## config.mk

```make
export PLATFORM = sky130hd
export DESIGN_NAME = pcs
export DESIGN_NICKNAME = d
export VERILOG_FILES = /design/src/pcs_pkg.sv /design/src/xgmii_encoder.sv /design/src/scrambler.sv /design/src/gearbox.sv /design/src/pcs.sv
export SDC_FILE = /design/constraint.sdc
export NUM_CORES = 1
export LEC_CHECK = 0
export BUFFER_PORTS_ARGS = -buffer_cell sky130_fd_sc_hd__buf_2
export CORE_AREA = 2 2 234 236
export CTS_CLUSTER_SIZE = 40
export DETAILED_ROUTE_END_ITERATION = 16
export DIE_AREA = 0 0 236 238
export HOLD_SLACK_MARGIN = 0.02
export PLACE_DENSITY = 0.59
export SLEW_MARGIN = 40
export SYNTH_ARGS = -nofsm -noshare
export SYNTH_HDL_FRONTEND = slang
export SYNTH_HIERARCHICAL = 1
export SYNTH_SLANG_ARGS = --single-unit
```

## constraint.sdc

```tcl
create_clock -name gty_tx_usr_clk -period 3.35 [get_ports gty_tx_usr_clk]
set_input_delay 0.8375 -clock gty_tx_usr_clk [delete_from_list [all_inputs] [get_ports gty_tx_usr_clk]]
set_output_delay 0.8375 -clock gty_tx_usr_clk [all_outputs]
set_load 0.02 [all_outputs]
```

## src/pcs_pkg.sv

```systemverilog
`default_nettype none

package pcs_pkg;

    // Widths fixed by the 64b/66b line code
    typedef logic [31:0] xgmii_data_t;      // One XGMII word, four byte lanes
    typedef logic [3:0]  xgmii_ctrl_t;      // One control bit per lane
    typedef logic [1:0]  sync_hdr_t;        // 66b sync header
    typedef logic [7:0]  block_type_t;      // Block type field of a control block

    // Block type field values
    localparam block_type_t BT_IDLE  = 8'h1E;   // All control and error code blocks
    localparam block_type_t BT_START = 8'h78;   // Start in lane 0
    localparam block_type_t BT_TERM0 = 8'h87;
    localparam block_type_t BT_TERM1 = 8'h99;
    localparam block_type_t BT_TERM2 = 8'hAA;
    localparam block_type_t BT_TERM3 = 8'hB4;
    localparam block_type_t BT_TERM4 = 8'hCC;
    localparam block_type_t BT_TERM5 = 8'hD2;
    localparam block_type_t BT_TERM6 = 8'hE1;
    localparam block_type_t BT_TERM7 = 8'hFF;

    // XGMII control characters
    localparam logic [7:0] XGMII_IDLE  = 8'h07;
    localparam logic [7:0] XGMII_START = 8'hFB;
    localparam logic [7:0] XGMII_TERM  = 8'hFD;
    localparam logic [7:0] XGMII_ERROR = 8'hFE;

    // Sync headers
    localparam sync_hdr_t HDR_DATA = 2'b01;
    localparam sync_hdr_t HDR_CTRL = 2'b10;

    // 7-bit PCS control codes
    localparam logic [6:0] PCS_IDLE  = 7'h00;
    localparam logic [6:0] PCS_ERROR = 7'h1E;

    // Default scrambler state, all ones
    localparam logic [57:0] SCR_SEED_DEFAULT = {58{1'b1}};

    // Half of a 66b block between stages
    typedef struct packed {
        logic        valid;     // Half present
        logic        first;     // Low 32 bits of the block
        sync_hdr_t   hdr;       // Only meaningful with first
        xgmii_data_t data;
    } enc_half_t;

endpackage

`default_nettype wire

```

## src/xgmii_encoder.sv

```systemverilog
`timescale 1ns/1ps
`default_nettype none

module xgmii_encoder import pcs_pkg::*; (
    input  wire         gty_tx_usr_clk,
    input  wire         i_arst_n,
    input  xgmii_data_t i_xgmii_txd,
    input  xgmii_ctrl_t i_xgmii_txc,
    input  wire         i_xgmii_valid,
    input  wire         i_rx_trdy,          // Ready level from the gearbox
    output logic        o_xgmii_pause,
    output enc_half_t   o_tx_half,
    output logic        o_tx_encoding_err
);

    typedef enum logic {
        LOW_WORD,
        HIGH_WORD
    } word_state_e;

    word_state_e  state_q;
    xgmii_data_t  lo_txd_q;                 // First word of the pair
    xgmii_ctrl_t  lo_txc_q;
    xgmii_data_t  hi_data_q;                // Upper half of the block in flight
    logic         hi_pend_q;
    logic         accept;
    logic [63:0]  pair_txd;
    logic [7:0]   pair_txc;
    logic [7:0]   term_match;               // One bit per terminate position
    logic         code_ok;                  // Pair is all idle or error characters
    logic         term_hit;
    sync_hdr_t    blk_hdr;
    logic [63:0]  blk_data;
    logic         blk_err;

    // Type byte of a terminate at lane k
    function automatic block_type_t term_type(input int k);
        case (k)
            0:       return BT_TERM0;
            1:       return BT_TERM1;
            2:       return BT_TERM2;
            3:       return BT_TERM3;
            4:       return BT_TERM4;
            5:       return BT_TERM5;
            6:       return BT_TERM6;
            default: return BT_TERM7;
        endcase
    endfunction

    assign accept        = i_xgmii_valid && i_rx_trdy;   // Input ignored while paused
    assign o_xgmii_pause = ~i_rx_trdy;
    assign pair_txd      = {i_xgmii_txd, lo_txd_q};      // Lanes 7..0
    assign pair_txc      = {i_xgmii_txc, lo_txc_q};

    // Pattern checks over the eight lanes
    always_comb begin
        code_ok = (pair_txc == 8'hFF);
        for (int j = 0; j < 8; j++) begin
            if (pair_txd[8*j +: 8] != XGMII_IDLE && pair_txd[8*j +: 8] != XGMII_ERROR)
                code_ok = 1'b0;
        end
        for (int k = 0; k < 8; k++) begin
            // Control from lane k up with terminate at k
            term_match[k] = (pair_txc == 8'(8'hFF << k)) &&
                            (pair_txd[8*k +: 8] == XGMII_TERM);
            for (int j = k + 1; j < 8; j++) begin
                if (pair_txd[8*j +: 8] != XGMII_IDLE)
                    term_match[k] = 1'b0;   // Only idles may follow
            end
        end
    end

    // Block build
    always_comb begin
        blk_hdr  = HDR_CTRL;
        blk_data = '0;
        blk_err  = 1'b0;
        term_hit = 1'b0;
        if (pair_txc == 8'h00) begin
            blk_hdr  = HDR_DATA;            // Bytes unchanged
            blk_data = pair_txd;
        end else if (pair_txc == 8'h01 && pair_txd[7:0] == XGMII_START) begin
            blk_data = {pair_txd[63:8], BT_START};
        end else if (code_ok) begin
            blk_data[7:0] = BT_IDLE;
            for (int j = 0; j < 8; j++) begin
                // Code Cj sits at bit 7j+8
                blk_data[7*j+8 +: 7] = (pair_txd[8*j +: 8] == XGMII_ERROR) ? PCS_ERROR
                                                                          : PCS_IDLE;
            end
        end else begin
            for (int k = 0; k < 8; k++) begin
                if (term_match[k]) begin
                    term_hit      = 1'b1;
                    blk_data[7:0] = term_type(k);
                    for (int j = 0; j < 8; j++) begin
                        if (j < k)
                            blk_data[8*j+8 +: 8] = pair_txd[8*j +: 8];  // D0..Dk-1
                        else if (j > k)
                            blk_data[7*j+8 +: 7] = PCS_IDLE;
                    end
                end
            end
            if (!term_hit) begin
                blk_err       = 1'b1;       // Unsupported pattern gets an error block
                blk_data[7:0] = BT_IDLE;
                for (int j = 0; j < 8; j++)
                    blk_data[7*j+8 +: 7] = PCS_ERROR;
            end
        end
    end

    // Pair capture and upper half holding
    always_ff @(posedge gty_tx_usr_clk) begin
        if (accept && state_q == LOW_WORD) begin
            lo_txd_q <= i_xgmii_txd;
            lo_txc_q <= i_xgmii_txc;
        end
        if (accept && state_q == HIGH_WORD)
            hi_data_q <= blk_data[63:32];
    end

    always_ff @(posedge gty_tx_usr_clk or negedge i_arst_n) begin
        if (!i_arst_n) begin
            state_q           <= LOW_WORD;
            hi_pend_q         <= 1'b0;
            o_tx_half         <= '0;
            o_tx_encoding_err <= 1'b0;
        end else begin
            o_tx_encoding_err <= 1'b0;      // Single cycle pulse
            if (i_rx_trdy) begin
                if (accept)
                    state_q <= (state_q == LOW_WORD) ? HIGH_WORD : LOW_WORD;
                if (accept && state_q == HIGH_WORD) begin
                    o_tx_half.valid   <= 1'b1;  // First half one cycle after the pair
                    o_tx_half.first   <= 1'b1;
                    o_tx_half.hdr     <= blk_hdr;
                    o_tx_half.data    <= blk_data[31:0];
                    hi_pend_q         <= 1'b1;
                    o_tx_encoding_err <= blk_err;
                end else if (hi_pend_q) begin
                    o_tx_half.valid <= 1'b1;    // Second half
                    o_tx_half.first <= 1'b0;
                    o_tx_half.data  <= hi_data_q;
                    hi_pend_q       <= 1'b0;
                end else begin
                    o_tx_half.valid <= 1'b0;
                end
            end
        end
    end

endmodule

`default_nettype wire

```

## src/scrambler.sv

```systemverilog
`timescale 1ns/1ps
`default_nettype none

module scrambler import pcs_pkg::*; #(
    parameter logic [57:0] SEED = SCR_SEED_DEFAULT
) (
    input  wire       gty_tx_usr_clk,
    input  wire       i_arst_n,
    input  enc_half_t i_rx_half,
    input  wire       i_rx_trdy,            // Stage advances only when high
    output enc_half_t o_tx_half
);

    logic [57:0] scr_q;                     // Last 58 scrambled bits, newest at bit 0
    logic [57:0] scr_next;
    xgmii_data_t scr_data;

    // Polynomial x^58 + x^39 + 1 applied one bit at a time from the LSB
    always_comb begin
        scr_next = scr_q;
        for (int i = 0; i < 32; i++) begin
            scr_data[i] = i_rx_half.data[i] ^ scr_next[38] ^ scr_next[57];
            scr_next    = {scr_next[56:0], scr_data[i]};
        end
    end

    always_ff @(posedge gty_tx_usr_clk or negedge i_arst_n) begin
        if (!i_arst_n) begin
            scr_q     <= SEED;
            o_tx_half <= '0;
        end else if (i_rx_trdy) begin
            if (i_rx_half.valid) begin
                scr_q           <= scr_next;
                o_tx_half.valid <= 1'b1;
                o_tx_half.first <= i_rx_half.first;     // Passes through with the data
                o_tx_half.hdr   <= i_rx_half.hdr;       // Header stays unscrambled
                o_tx_half.data  <= scr_data;
            end else begin
                o_tx_half.valid <= 1'b0;                // State held over gaps
            end
        end
    end

endmodule

`default_nettype wire

```

## src/gearbox.sv

```systemverilog
`timescale 1ns/1ps
`default_nettype none

module gearbox import pcs_pkg::*; (
    input  wire         gty_tx_usr_clk,
    input  wire         i_arst_n,
    input  enc_half_t   i_rx_half,
    output logic        o_tx_trdy,          // Low one cycle in 33
    output xgmii_data_t o_tx_data,          // Line word, LSB sent first
    output logic        o_tx_valid
);

    logic [97:0] buf_q;                     // Bits waiting, oldest at bit 0
    logic [97:0] buf_rem;
    logic [97:0] buf_next;
    logic [97:0] keep_mask;
    logic [6:0]  fill_q;                    // Valid bits in buf_q
    logic [6:0]  fill_rem;
    logic [6:0]  fill_next;
    logic [5:0]  stall_cnt_q;               // 0..32
    logic        run_q;                     // Set by first accepted half
    logic        accept;
    logic        emit;
    logic [33:0] in_bits;
    logic [5:0]  in_len;

    assign accept    = i_rx_half.valid && o_tx_trdy;
    assign emit      = (fill_q >= 7'd32);       // Full word available
    assign o_tx_trdy = (stall_cnt_q != 6'd32);  // Drain the 32 surplus bits

    always_comb begin
        // Header goes out ahead of data bit 0
        in_bits   = i_rx_half.first ? {i_rx_half.data, i_rx_half.hdr}
                                    : {2'b00, i_rx_half.data};
        in_len    = i_rx_half.first ? 6'd34 : 6'd32;
        buf_rem   = emit ? (buf_q >> 32) : buf_q;
        fill_rem  = emit ? (fill_q - 7'd32) : fill_q;
        keep_mask = ~({98{1'b1}} << fill_rem);  // Clear anything above the fill
        buf_next  = buf_rem & keep_mask;
        fill_next = fill_rem;
        if (accept) begin
            buf_next  = buf_next | ({64'b0, in_bits} << fill_rem);  // Append behind
            fill_next = fill_rem + {1'b0, in_len};
        end
    end

    always_ff @(posedge gty_tx_usr_clk) begin
        buf_q <= buf_next;
    end

    always_ff @(posedge gty_tx_usr_clk or negedge i_arst_n) begin
        if (!i_arst_n) begin
            fill_q      <= '0;
            stall_cnt_q <= '0;
            run_q       <= 1'b0;
            o_tx_valid  <= 1'b0;
            o_tx_data   <= '0;
        end else begin
            fill_q <= fill_next;
            run_q  <= run_q | accept;
            // Free running once the first half is in
            if (run_q || accept)
                stall_cnt_q <= (stall_cnt_q == 6'd32) ? 6'd0 : stall_cnt_q + 6'd1;
            o_tx_valid <= emit;
            if (emit)
                o_tx_data <= buf_q[31:0];
        end
    end

endmodule

`default_nettype wire

```

## src/pcs.sv

```systemverilog
`timescale 1ns/1ps
`default_nettype none

module pcs import pcs_pkg::*; #(
    parameter logic [57:0] SCR_SEED = SCR_SEED_DEFAULT
) (
    // GTY TX user clock domain
    input  wire         gty_tx_usr_clk,
    input  wire         i_arst_n,

    // From the MAC
    input  xgmii_data_t i_xgmii_txd,
    input  xgmii_ctrl_t i_xgmii_txc,
    input  wire         i_xgmii_valid,
    output logic        o_xgmii_pause,      // MAC holds its word while high

    // To the transceiver
    output xgmii_data_t o_tx_gearbox_data,
    output logic        o_tx_gearbox_valid,
    output logic        o_tx_encoding_err   // Unsupported pattern replaced
);

    enc_half_t enc_half;                    // Encoder to scrambler
    enc_half_t scr_half;                    // Scrambler to gearbox
    logic      gbx_trdy;                    // Gearbox ready, back to both stages

    xgmii_encoder u_encoder (
        .gty_tx_usr_clk    (gty_tx_usr_clk),
        .i_arst_n          (i_arst_n),
        .i_xgmii_txd       (i_xgmii_txd),
        .i_xgmii_txc       (i_xgmii_txc),
        .i_xgmii_valid     (i_xgmii_valid),
        .i_rx_trdy         (gbx_trdy),
        .o_xgmii_pause     (o_xgmii_pause),
        .o_tx_half         (enc_half),
        .o_tx_encoding_err (o_tx_encoding_err)
    );

    scrambler #(
        .SEED (SCR_SEED)
    ) u_scrambler (
        .gty_tx_usr_clk (gty_tx_usr_clk),
        .i_arst_n       (i_arst_n),
        .i_rx_half      (enc_half),
        .i_rx_trdy      (gbx_trdy),
        .o_tx_half      (scr_half)
    );

    // Repacks 66b blocks into the 32-bit line stream
    gearbox u_gearbox (
        .gty_tx_usr_clk (gty_tx_usr_clk),
        .i_arst_n       (i_arst_n),
        .i_rx_half      (scr_half),
        .o_tx_trdy      (gbx_trdy),
        .o_tx_data      (o_tx_gearbox_data),
        .o_tx_valid     (o_tx_gearbox_valid)
    );

endmodule

`default_nettype wire

```

==> results of run 1 <==
==> final timing paths <==
| check | slack [ns] | cells after the start | startpoint | to |
|---|---|---|---|---|
| min in group gty_tx_usr_clk | 0.44 | 2 | u_gearbox/buf_q[51]$_DFF_P_ | u_gearbox/buf_q[19]$_DFF_P_ |
| setup / recovery | 0.17 | 7 | u_gearbox/stall_cnt_q[0]$_DFFE_PN0P_ | o_xgmii_pause |
| hold reg to reg | 0.44 | 2 | u_gearbox/buf_q[51]$_DFF_P_ | u_gearbox/buf_q[19]$_DFF_P_ |
| hold / removal | 0.26 | 1 | i_arst_n | u_gearbox/o_tx_data[13]$_DFFE_PN0P_ |
| max in group asynchronous | 2.28 | 2 | i_arst_n | u_scrambler/scr_q[46]$_DFFE_PN1P_ |
| setup reg to reg | 0.22 | 8 | u_encoder/lo_txd_q[22]$_DFFE_PP_ | u_encoder/o_tx_half[1]$_DFFE_PN0P_ |
==> cells in the mapped netlist (15+ instances only) <==
cell type and instances:
a22oi_1 18, a32oi_1 15, mux2_2 88, o22ai_1 36, xnor3_1 32, buf_6 17, dfstp_2 58, inv_1 80
dfxtp_1 98, a22o_1 33, a21oi_1 68, o21ai_0 60, o211ai_1 21, nand3_1 29, a21o_1 26, a31oi_1 26
clkbuf_1 69, nor3_1 24, dfrtp_1 121, mux4_2 29, nor2_1 71, edfxtp_1 68, o221ai_1 24, mux2i_1 133
nand2_1 176
==> logic make-up (layout without fill, tap and decap cells) <==
logic type,after synthesis,in the layout
AND/OR/NAND/NOR,432,432
AO/OA/AOI/OAI,438,438
flip-flops,345,345
multiplexers,255,255
adder cells (fa/ha/maj),4,4
buffers and inverters,199,327
XOR/XNOR,39,39
==> registers in the layout (all words and copies together) (netlist names), 4 cells and up <==
name / flops
u_encoder/o_tx_half: 36
u_scrambler/o_tx_half: 36
u_gearbox/buf_q: 98
u_encoder/lo_txc_q: 4
u_scrambler/scr_q: 58
u_gearbox/o_tx_data: 32
u_gearbox/fill_q: 6
u_encoder/lo_txd_q: 32
u_encoder/hi_data_q: 32
u_gearbox/stall_cnt_q: 6
==> layer usage <==
metal  GRT usage [%]  vias up
li1                -     6662
met3            3.83      126
met5               0        -
met4            9.55        0
met2            34.9      578
met1            27.4     7338
==> power groups by stage <==
stage          sequential, mW  combinational (mW)  clock, mW
2_1_floorplan            7.07                8.37          0
3_3_place_gp             7.70                11.6          0
3_5_place_dp             7.76                11.6          0
4_1_cts                  7.69                11.7       4.84
5_1_grt                  7.88                12.6       5.02
6_report                 7.67                11.8       4.72
==> area by class of cell <==
class                   count  area share, %
multi-input cells        1168           42.7
flip-flops and latches    345           39.7
repair buffers            169           5.48
clock buffers              51           5.17
well taps                 696           4.04
inverters                  85           1.48
clock inverters            22           1.42
==> stage by stage <==
step           hold WS [ns]  utilization (%)
3_5_place_dp          0.422             37.7
6_report              0.258             40.3
2_1_floorplan         0.406                -
4_1_cts               0.257             40.3
5_1_grt               0.274             40.3
3_3_place_gp          0.427             37.7
==> cells in the final DEF (no fill, tap or decap), types with 21 or more instances in the layout <==
master / n
a21oi_1: 68
clkbuf_16: 42
a22o_1: 33
mux4_2: 29
buf_4: 89
nor2_1: 69
inv_1: 80
o22ai_1: 36
dfstp_2: 58
buf_2: 72
o211ai_1: 21
mux2i_1: 133
edfxtp_1: 68
nor3_1: 24
dfrtp_1: 118
dfxtp_1: 98
nand3_1: 29
xnor3_1: 32
a21o_1: 26
mux2_2: 88
nand2_1: 176
o221ai_1: 24
o21ai_0: 60
a31oi_1: 26
==> out/qor.tcl, run 1 <==
set qor(status) {finished clean}
set qor(cts-root-buf) {clkbuf_16}
set qor(synth_top_area_share_pct) 16.2
set qor(die_h_um) 238
set qor(num_antenna_cells) 0
set qor(synth_area_per_cell_um2) 10.9
set qor(path_common_cell) {inv_1}
set qor(clk_pin_slew_worst_paths_ns) 0.06
set qor(finalCritPeriodShare_pct) 94.9
set qor(area_overhead_vs_synth_pct) 15.7
set qor(vias) 14700
set qor(timing_worst_slew_pin_value_ns) 0.822
set qor(period_minus_slack_ns) 3.18
set qor(end_kind) {output pin}
set qor(cp_data_required_time_ns) 2.51
set qor(yosys.area_share.simple_pct) 11.5
set qor(worst-endpoint-arrival_ns) 2.34
set qor(path_max_fanout) 7
set qor(peakVddDrop_mv) 0.423
set qor(postPlaceCellArea_um2) 20100
set qor(drv_cap) 0
set qor(seq_area_frac_synth_pct) 45.9
set qor(finClkSkew_ns) 0.0259
set qor(combPwrFrac_pct) 48.8
set qor(path_delay_family) {buffers and inverters}
set qor(top_layer_used) {met4}
set qor(cp_slowest_stage_delay_ns) 0.40
set qor(ys_async_sr_fraction_pct) 51.9
set qor(timing.fmax_mhz) 315
set qor(multiInputGateArea_um2) 9220
set qor(route.met2.wl_um) 28300
set qor(synth.area.mux_share_pct) 16.4
set qor(cts_buffer_depth) 3
set qor(critical_path.startpoint_type) {register}
set qor(antenna_violating_nets_post_route) 0
set qor(setup_slack_at_placement_ns) 0.151
set qor(port_buffers) 73
set qor(post-place-cells) 2463
set qor(synth_area_leaders) {dfrtp_1 (16%), edfxtp_1 (11%), dfxtp_1 (11%)}
set qor(synth.yosys.warnings) 6
set qor(path_buf_inv) 4
set qor(last_weighted_congestion_value_of_the_routability_driven_placer) 0.992
set qor(yosys_cell_types) 96
set qor(number_of_remaining_drc_errors) 0
set qor(share_of_the_synthesized_area_in_compound_gates_ao_oa_aoi_oai_pct) 16.9
set qor(yosys.area.top_type) {dfrtp_1}
set qor(path_cells) {inv_1 -> ha_1 -> nand4bb_1 -> nor2_1 -> inv_1 -> inv_1 -> buf_2}
set qor(switchingPower_mw) 10.1
set qor(switching_share_pct) 41.6
set qor(final-setup-viol-count) 0
set qor(yosys_register_bits) 345
set qor(tritoncts_clock_tree) {yes}
set qor(clock_sink_count) 345
set qor(post_drt_via_cell_ratio) 5.80
set qor(start_util_pct) 34.9
set qor(synth_enable_flop_cells) 68
set qor(antenna_found_initial) 1
set qor(grt_pass1_vias) 14600
set qor(postCtsResizedCells) 0
set qor(cts_post_setup_buffers_inserted) 0
set qor(cpMaxStageDelayCell) {dfrtp_1}
set qor(finalSetupTns_ns) 0
set qor(synth-adder-area-share_pct) 0.268
set qor(nFillCells) 5154
set qor(grt_first_pass_wirelength_um) 91900
set qor(finish.instance_area_um2) 21600
set qor(synth_xor_xnor_area_share_pct) 4.19
set qor(grt_max_degree) 59
set qor(die_w_um) 236
set qor(final_layout_size_suffix_gt1_share_pct) 24.3
set qor(full_die_area_um2) 56200
set qor(grt_remaining_overflow) 0
set qor(clock_power_share_pct) 19.5
set qor(setup_slack_ns) 0.171
set qor(htreeDepth) 2
set qor(netlist_instances) 1712
set qor(area_of_the_core_region_um2) 53500
set qor(rsz0062_at_grt) {false}
set qor(ctsHoldBuffers) 0
set qor(critPathKind) {reg2out}
set qor(static-leakage-power_nw) 9.21
set qor(dp_hpwl_um) 45300
set qor(synth_top_family_by_area) {compound AO/OA/AOI/OAI gates}
set qor(number_of_buffers_created_by_cts) 40
set qor(synth_top_flop_cell) {dfrtp_1}
set qor(final_count_of_hold_timing_violations) 0
set qor(detail_route.wl_per_cell_um) 23.8
set qor(stdcell_count) 2536
set qor(synthesis.area_um2) 18700
set qor(wl_met3_um) 3760
set qor(clk_latency_ns) 0.57
set qor(detail_route.iter0.violations) 1495
set qor(grt_util_all_layers_pct) 21.2
set qor(sequentialPowerShare_pct) 31.7
set qor(wirelength_um) 60300
set qor(powerDensity_nw_per_um2) 1120
set qor(timing_max_transition_violations_final) 0
set qor(firstDrtPassIters) 6
set qor(slew_headroom_pct) 45.2
set qor(met1_length_um) 25500
set qor(fin_nets) 1852
set qor(type_of_the_worst_min_delay_path) {in2async}
set qor(num_rows) 85
set qor(synth.net_count) 1755
set qor(final-seq-area_um2) 8560
set qor(power.internal_mw) 14.1
set qor(post-layout-total-power_mw) 24.2
set qor(boundaryPins) 74
Note: power is estimated with default switching activity, not from simulation.
==> run 2: changes to the inputs <==
--- a/config.mk
+++ b/config.mk
@@ -10,6 +10,7 @@
 export CTS_CLUSTER_SIZE = 40
 export DETAILED_ROUTE_END_ITERATION = 16
 export DIE_AREA = 0 0 236 238
+export GPL_TIMING_DRIVEN = 0
 export HOLD_SLACK_MARGIN = 0.02
 export PLACE_DENSITY = 0.59
 export SLEW_MARGIN = 40
==> run 2 against run 1 <==
Net effect:
- hold slack got worse by 0.11 ns
- largest power group unchanged
- design area down 0.60%
- non-clock buffer count grew 29
- critical path type is now reg2reg
- sequential power is 3% lower
- worst setup slack worse by 0.082 ns
- die area is the same
- total power is 1.8% higher
- first-iteration DRC count rose by 1.4%
- core utilization fell by 0.24 points
==> out/qor.tcl, run 2 (synthesis results as in run 1) <==
set qor(fin_nets) 1881
set qor(post-place-cells) 2488
set qor(last_weighted_congestion_value_of_the_routability_driven_placer) 0.997
set qor(area_of_the_core_region_um2) 53500
set qor(clock_sink_count) 345
set qor(boundaryPins) 74
set qor(number_of_remaining_drc_errors) 0
set qor(setup_slack_ns) 0.0890
set qor(type_of_the_worst_min_delay_path) {in2async}
set qor(grt_pass1_vias) 15000
set qor(grt_remaining_overflow) 0
set qor(die_w_um) 236
set qor(cts_buffer_depth) 3
set qor(status) {finished clean}
set qor(layout.cells.most_common_list) {nand2_1 (176), mux2i_1 (131), dfrtp_1 (121), dfxtp_1 (98)}
set qor(path_max_fanout) 8
set qor(cpMaxStageDelayCell) {or4_1}
set qor(start_util_pct) 34.9
set qor(area_overhead_vs_synth_pct) 15.0
set qor(static-leakage-power_nw) 9.03
set qor(ctsHoldBuffers) 0
set qor(worst-endpoint-arrival_ns) 3.56
set qor(critical_path.startpoint_type) {register}
set qor(final-setup-viol-count) 0
set qor(clk_latency_ns) 0.58
set qor(timing_max_transition_violations_final) 0
set qor(finalCoreUtilization_pct) 40.1
set qor(postPlaceCellArea_um2) 20100
set qor(dp_hpwl_um) 53800
set qor(finalSetupTns_ns) 0
set qor(finClkSkew_ns) 0.0431
set qor(num_rows) 85
set qor(timing_worst_slew_pin_value_ns) 0.884
set qor(stdcell_count) 2565
set qor(cp_slowest_stage_delay_ns) 0.62
set qor(powerDensity_nw_per_um2) 1150
set qor(antenna_found_initial) 0
set qor(firstDrtPassIters) 6
set qor(tritoncts_clock_tree) {yes}
set qor(final_layout_size_suffix_gt1_share_pct) 21.7
set qor(num_antenna_cells) 0
set qor(number_of_buffers_created_by_cts) 40
set qor(cp_data_required_time_ns) 3.65
set qor(cts-root-buf) {clkbuf_16}
set qor(finish.instance_area_um2) 21400
set qor(holdWs_ns) 0.145
set qor(critPathKind) {reg2reg}
set qor(port_buffers) 73
set qor(nFillCells) 5202
set qor(crit_start) {u_encoder/lo_txd_q[28]$_DFFE_PP_}
set qor(antenna_violating_nets_post_route) 0
set qor(layout.cells.most_common) {nand2_1}
set qor(crit_end) {u_encoder/hi_data_q[19]$_DFFE_PP_}
set qor(vias) 15200
set qor(worst-r2r-cell-count) 6
set qor(path_delay_family) {simple AND/OR/NAND/NOR gates}
set qor(post-layout-total-power_mw) 24.6
set qor(period_minus_slack_ns) 3.26
set qor(timing.critical_path.depth) 6
set qor(detail_route.iter0.violations) 1516
set qor(grt_max_degree) 76
set qor(end_kind) {register}
set qor(die_h_um) 238
set qor(htreeDepth) 2
set qor(regMostFlops) {u_gearbox/buf_q}
set qor(rr_startpoint) {u_encoder/lo_txd_q[28]$_DFFE_PP_}
set qor(full_die_area_um2) 56200
set qor(grt_first_pass_wirelength_um) 103000
set qor(grt_util_all_layers_pct) 24.7
set qor(detail_route.wl_per_cell_um) 27.2
set qor(clk_pin_slew_worst_paths_ns) 0.07
set qor(slew_headroom_pct) 41.1
set qor(post_drt_via_cell_ratio) 5.94
set qor(finalCritPeriodShare_pct) 97.3
set qor(reg2reg_slack_ns) 0.09
set qor(path_buf_inv) 0
set qor(wirelength_um) 69800
set qor(timing.fmax_mhz) 307
set qor(path_cells) {or4_1 -> or4b_1 -> a211oi_2 -> and3_2 -> a21oi_1 -> a22o_1}
set qor(peakVddDrop_mv) 0.387
set qor(biggestRegsByFlops) {u_gearbox/buf_q (98), u_scrambler/scr_q (58)}
set qor(critical_path.reg2reg.endpoint) {u_encoder/hi_data_q[19]$_DFFE_PP_}
set qor(final_count_of_hold_timing_violations) 0
set qor(setup_slack_at_placement_ns) -0.686
set qor(drv_cap) 0
set qor(flip_flop_count_of_the_largest_register_all_copies_and_words_added) 98
-- run 2: how the worst min path moves through the flow --
| stage | end | depth (start not counted) | start |
|---|---|---|---|
| 6_report | u_gearbox/o_tx_data[10]$_DFFE_PN0P_ | 1 | i_arst_n |
| 5_1_grt | u_gearbox/o_tx_data[10]$_DFFE_PN0P_ | 1 | i_arst_n |
| 4_1_cts | u_gearbox/o_tx_data[6]$_DFFE_PN0P_ | 1 | i_arst_n |
| 3_5_place_dp | u_gearbox/buf_q[19]$_DFF_P_ | 2 | u_gearbox/buf_q[51]$_DFF_P_ |
| 3_3_place_gp | u_gearbox/buf_q[29]$_DFF_P_ | 2 | u_gearbox/buf_q[61]$_DFF_P_ |
| 2_1_floorplan | u_gearbox/buf_q[30]$_DFF_P_ | 2 | u_gearbox/buf_q[62]$_DFF_P_ |
-- run 2: repair_timing --
action,CTS,global route
resized for setup,3,13
buffers inserted,0,5
pin swaps,1,2
endpoints found under the setup margin,18,30
-- run 2: cell type report --
type,count,area (µm²),area share (%)
multi-input cells,1168,9270,43.2
clock inverters,11,129,0.601
inverters,85,319,1.49
repair buffers,85,541,2.52
clock buffers,62,1150,5.39
plain buffers,113,602,2.81
well taps,696,871,4.06
flip-flops and latches,345,8560,39.9
-- run 2: where the power goes --
group          switching (mW)  leakage (nW)  internal [mW]
combinational            7.65          4.95           5.15
sequential               1.42          3.46           6.05
clock                    1.80         0.620           2.54
-- run 2: layer usage --
| layer | GRT usage [%] | share of wire (%) | wire length, µm | vias up |
|---|---|---|---|---|
| met5 | 0 | 0 | 0 | - |
| met4 | 10.0 | 4.2 | 2910 | 0 |
| met3 | 4.06 | 6.3 | 4370 | 142 |
| met2 | 41.0 | 47 | 33000 | 715 |
| met1 | 32.0 | 42 | 29500 | 7677 |
| li1 | - | - | - | 6691 |
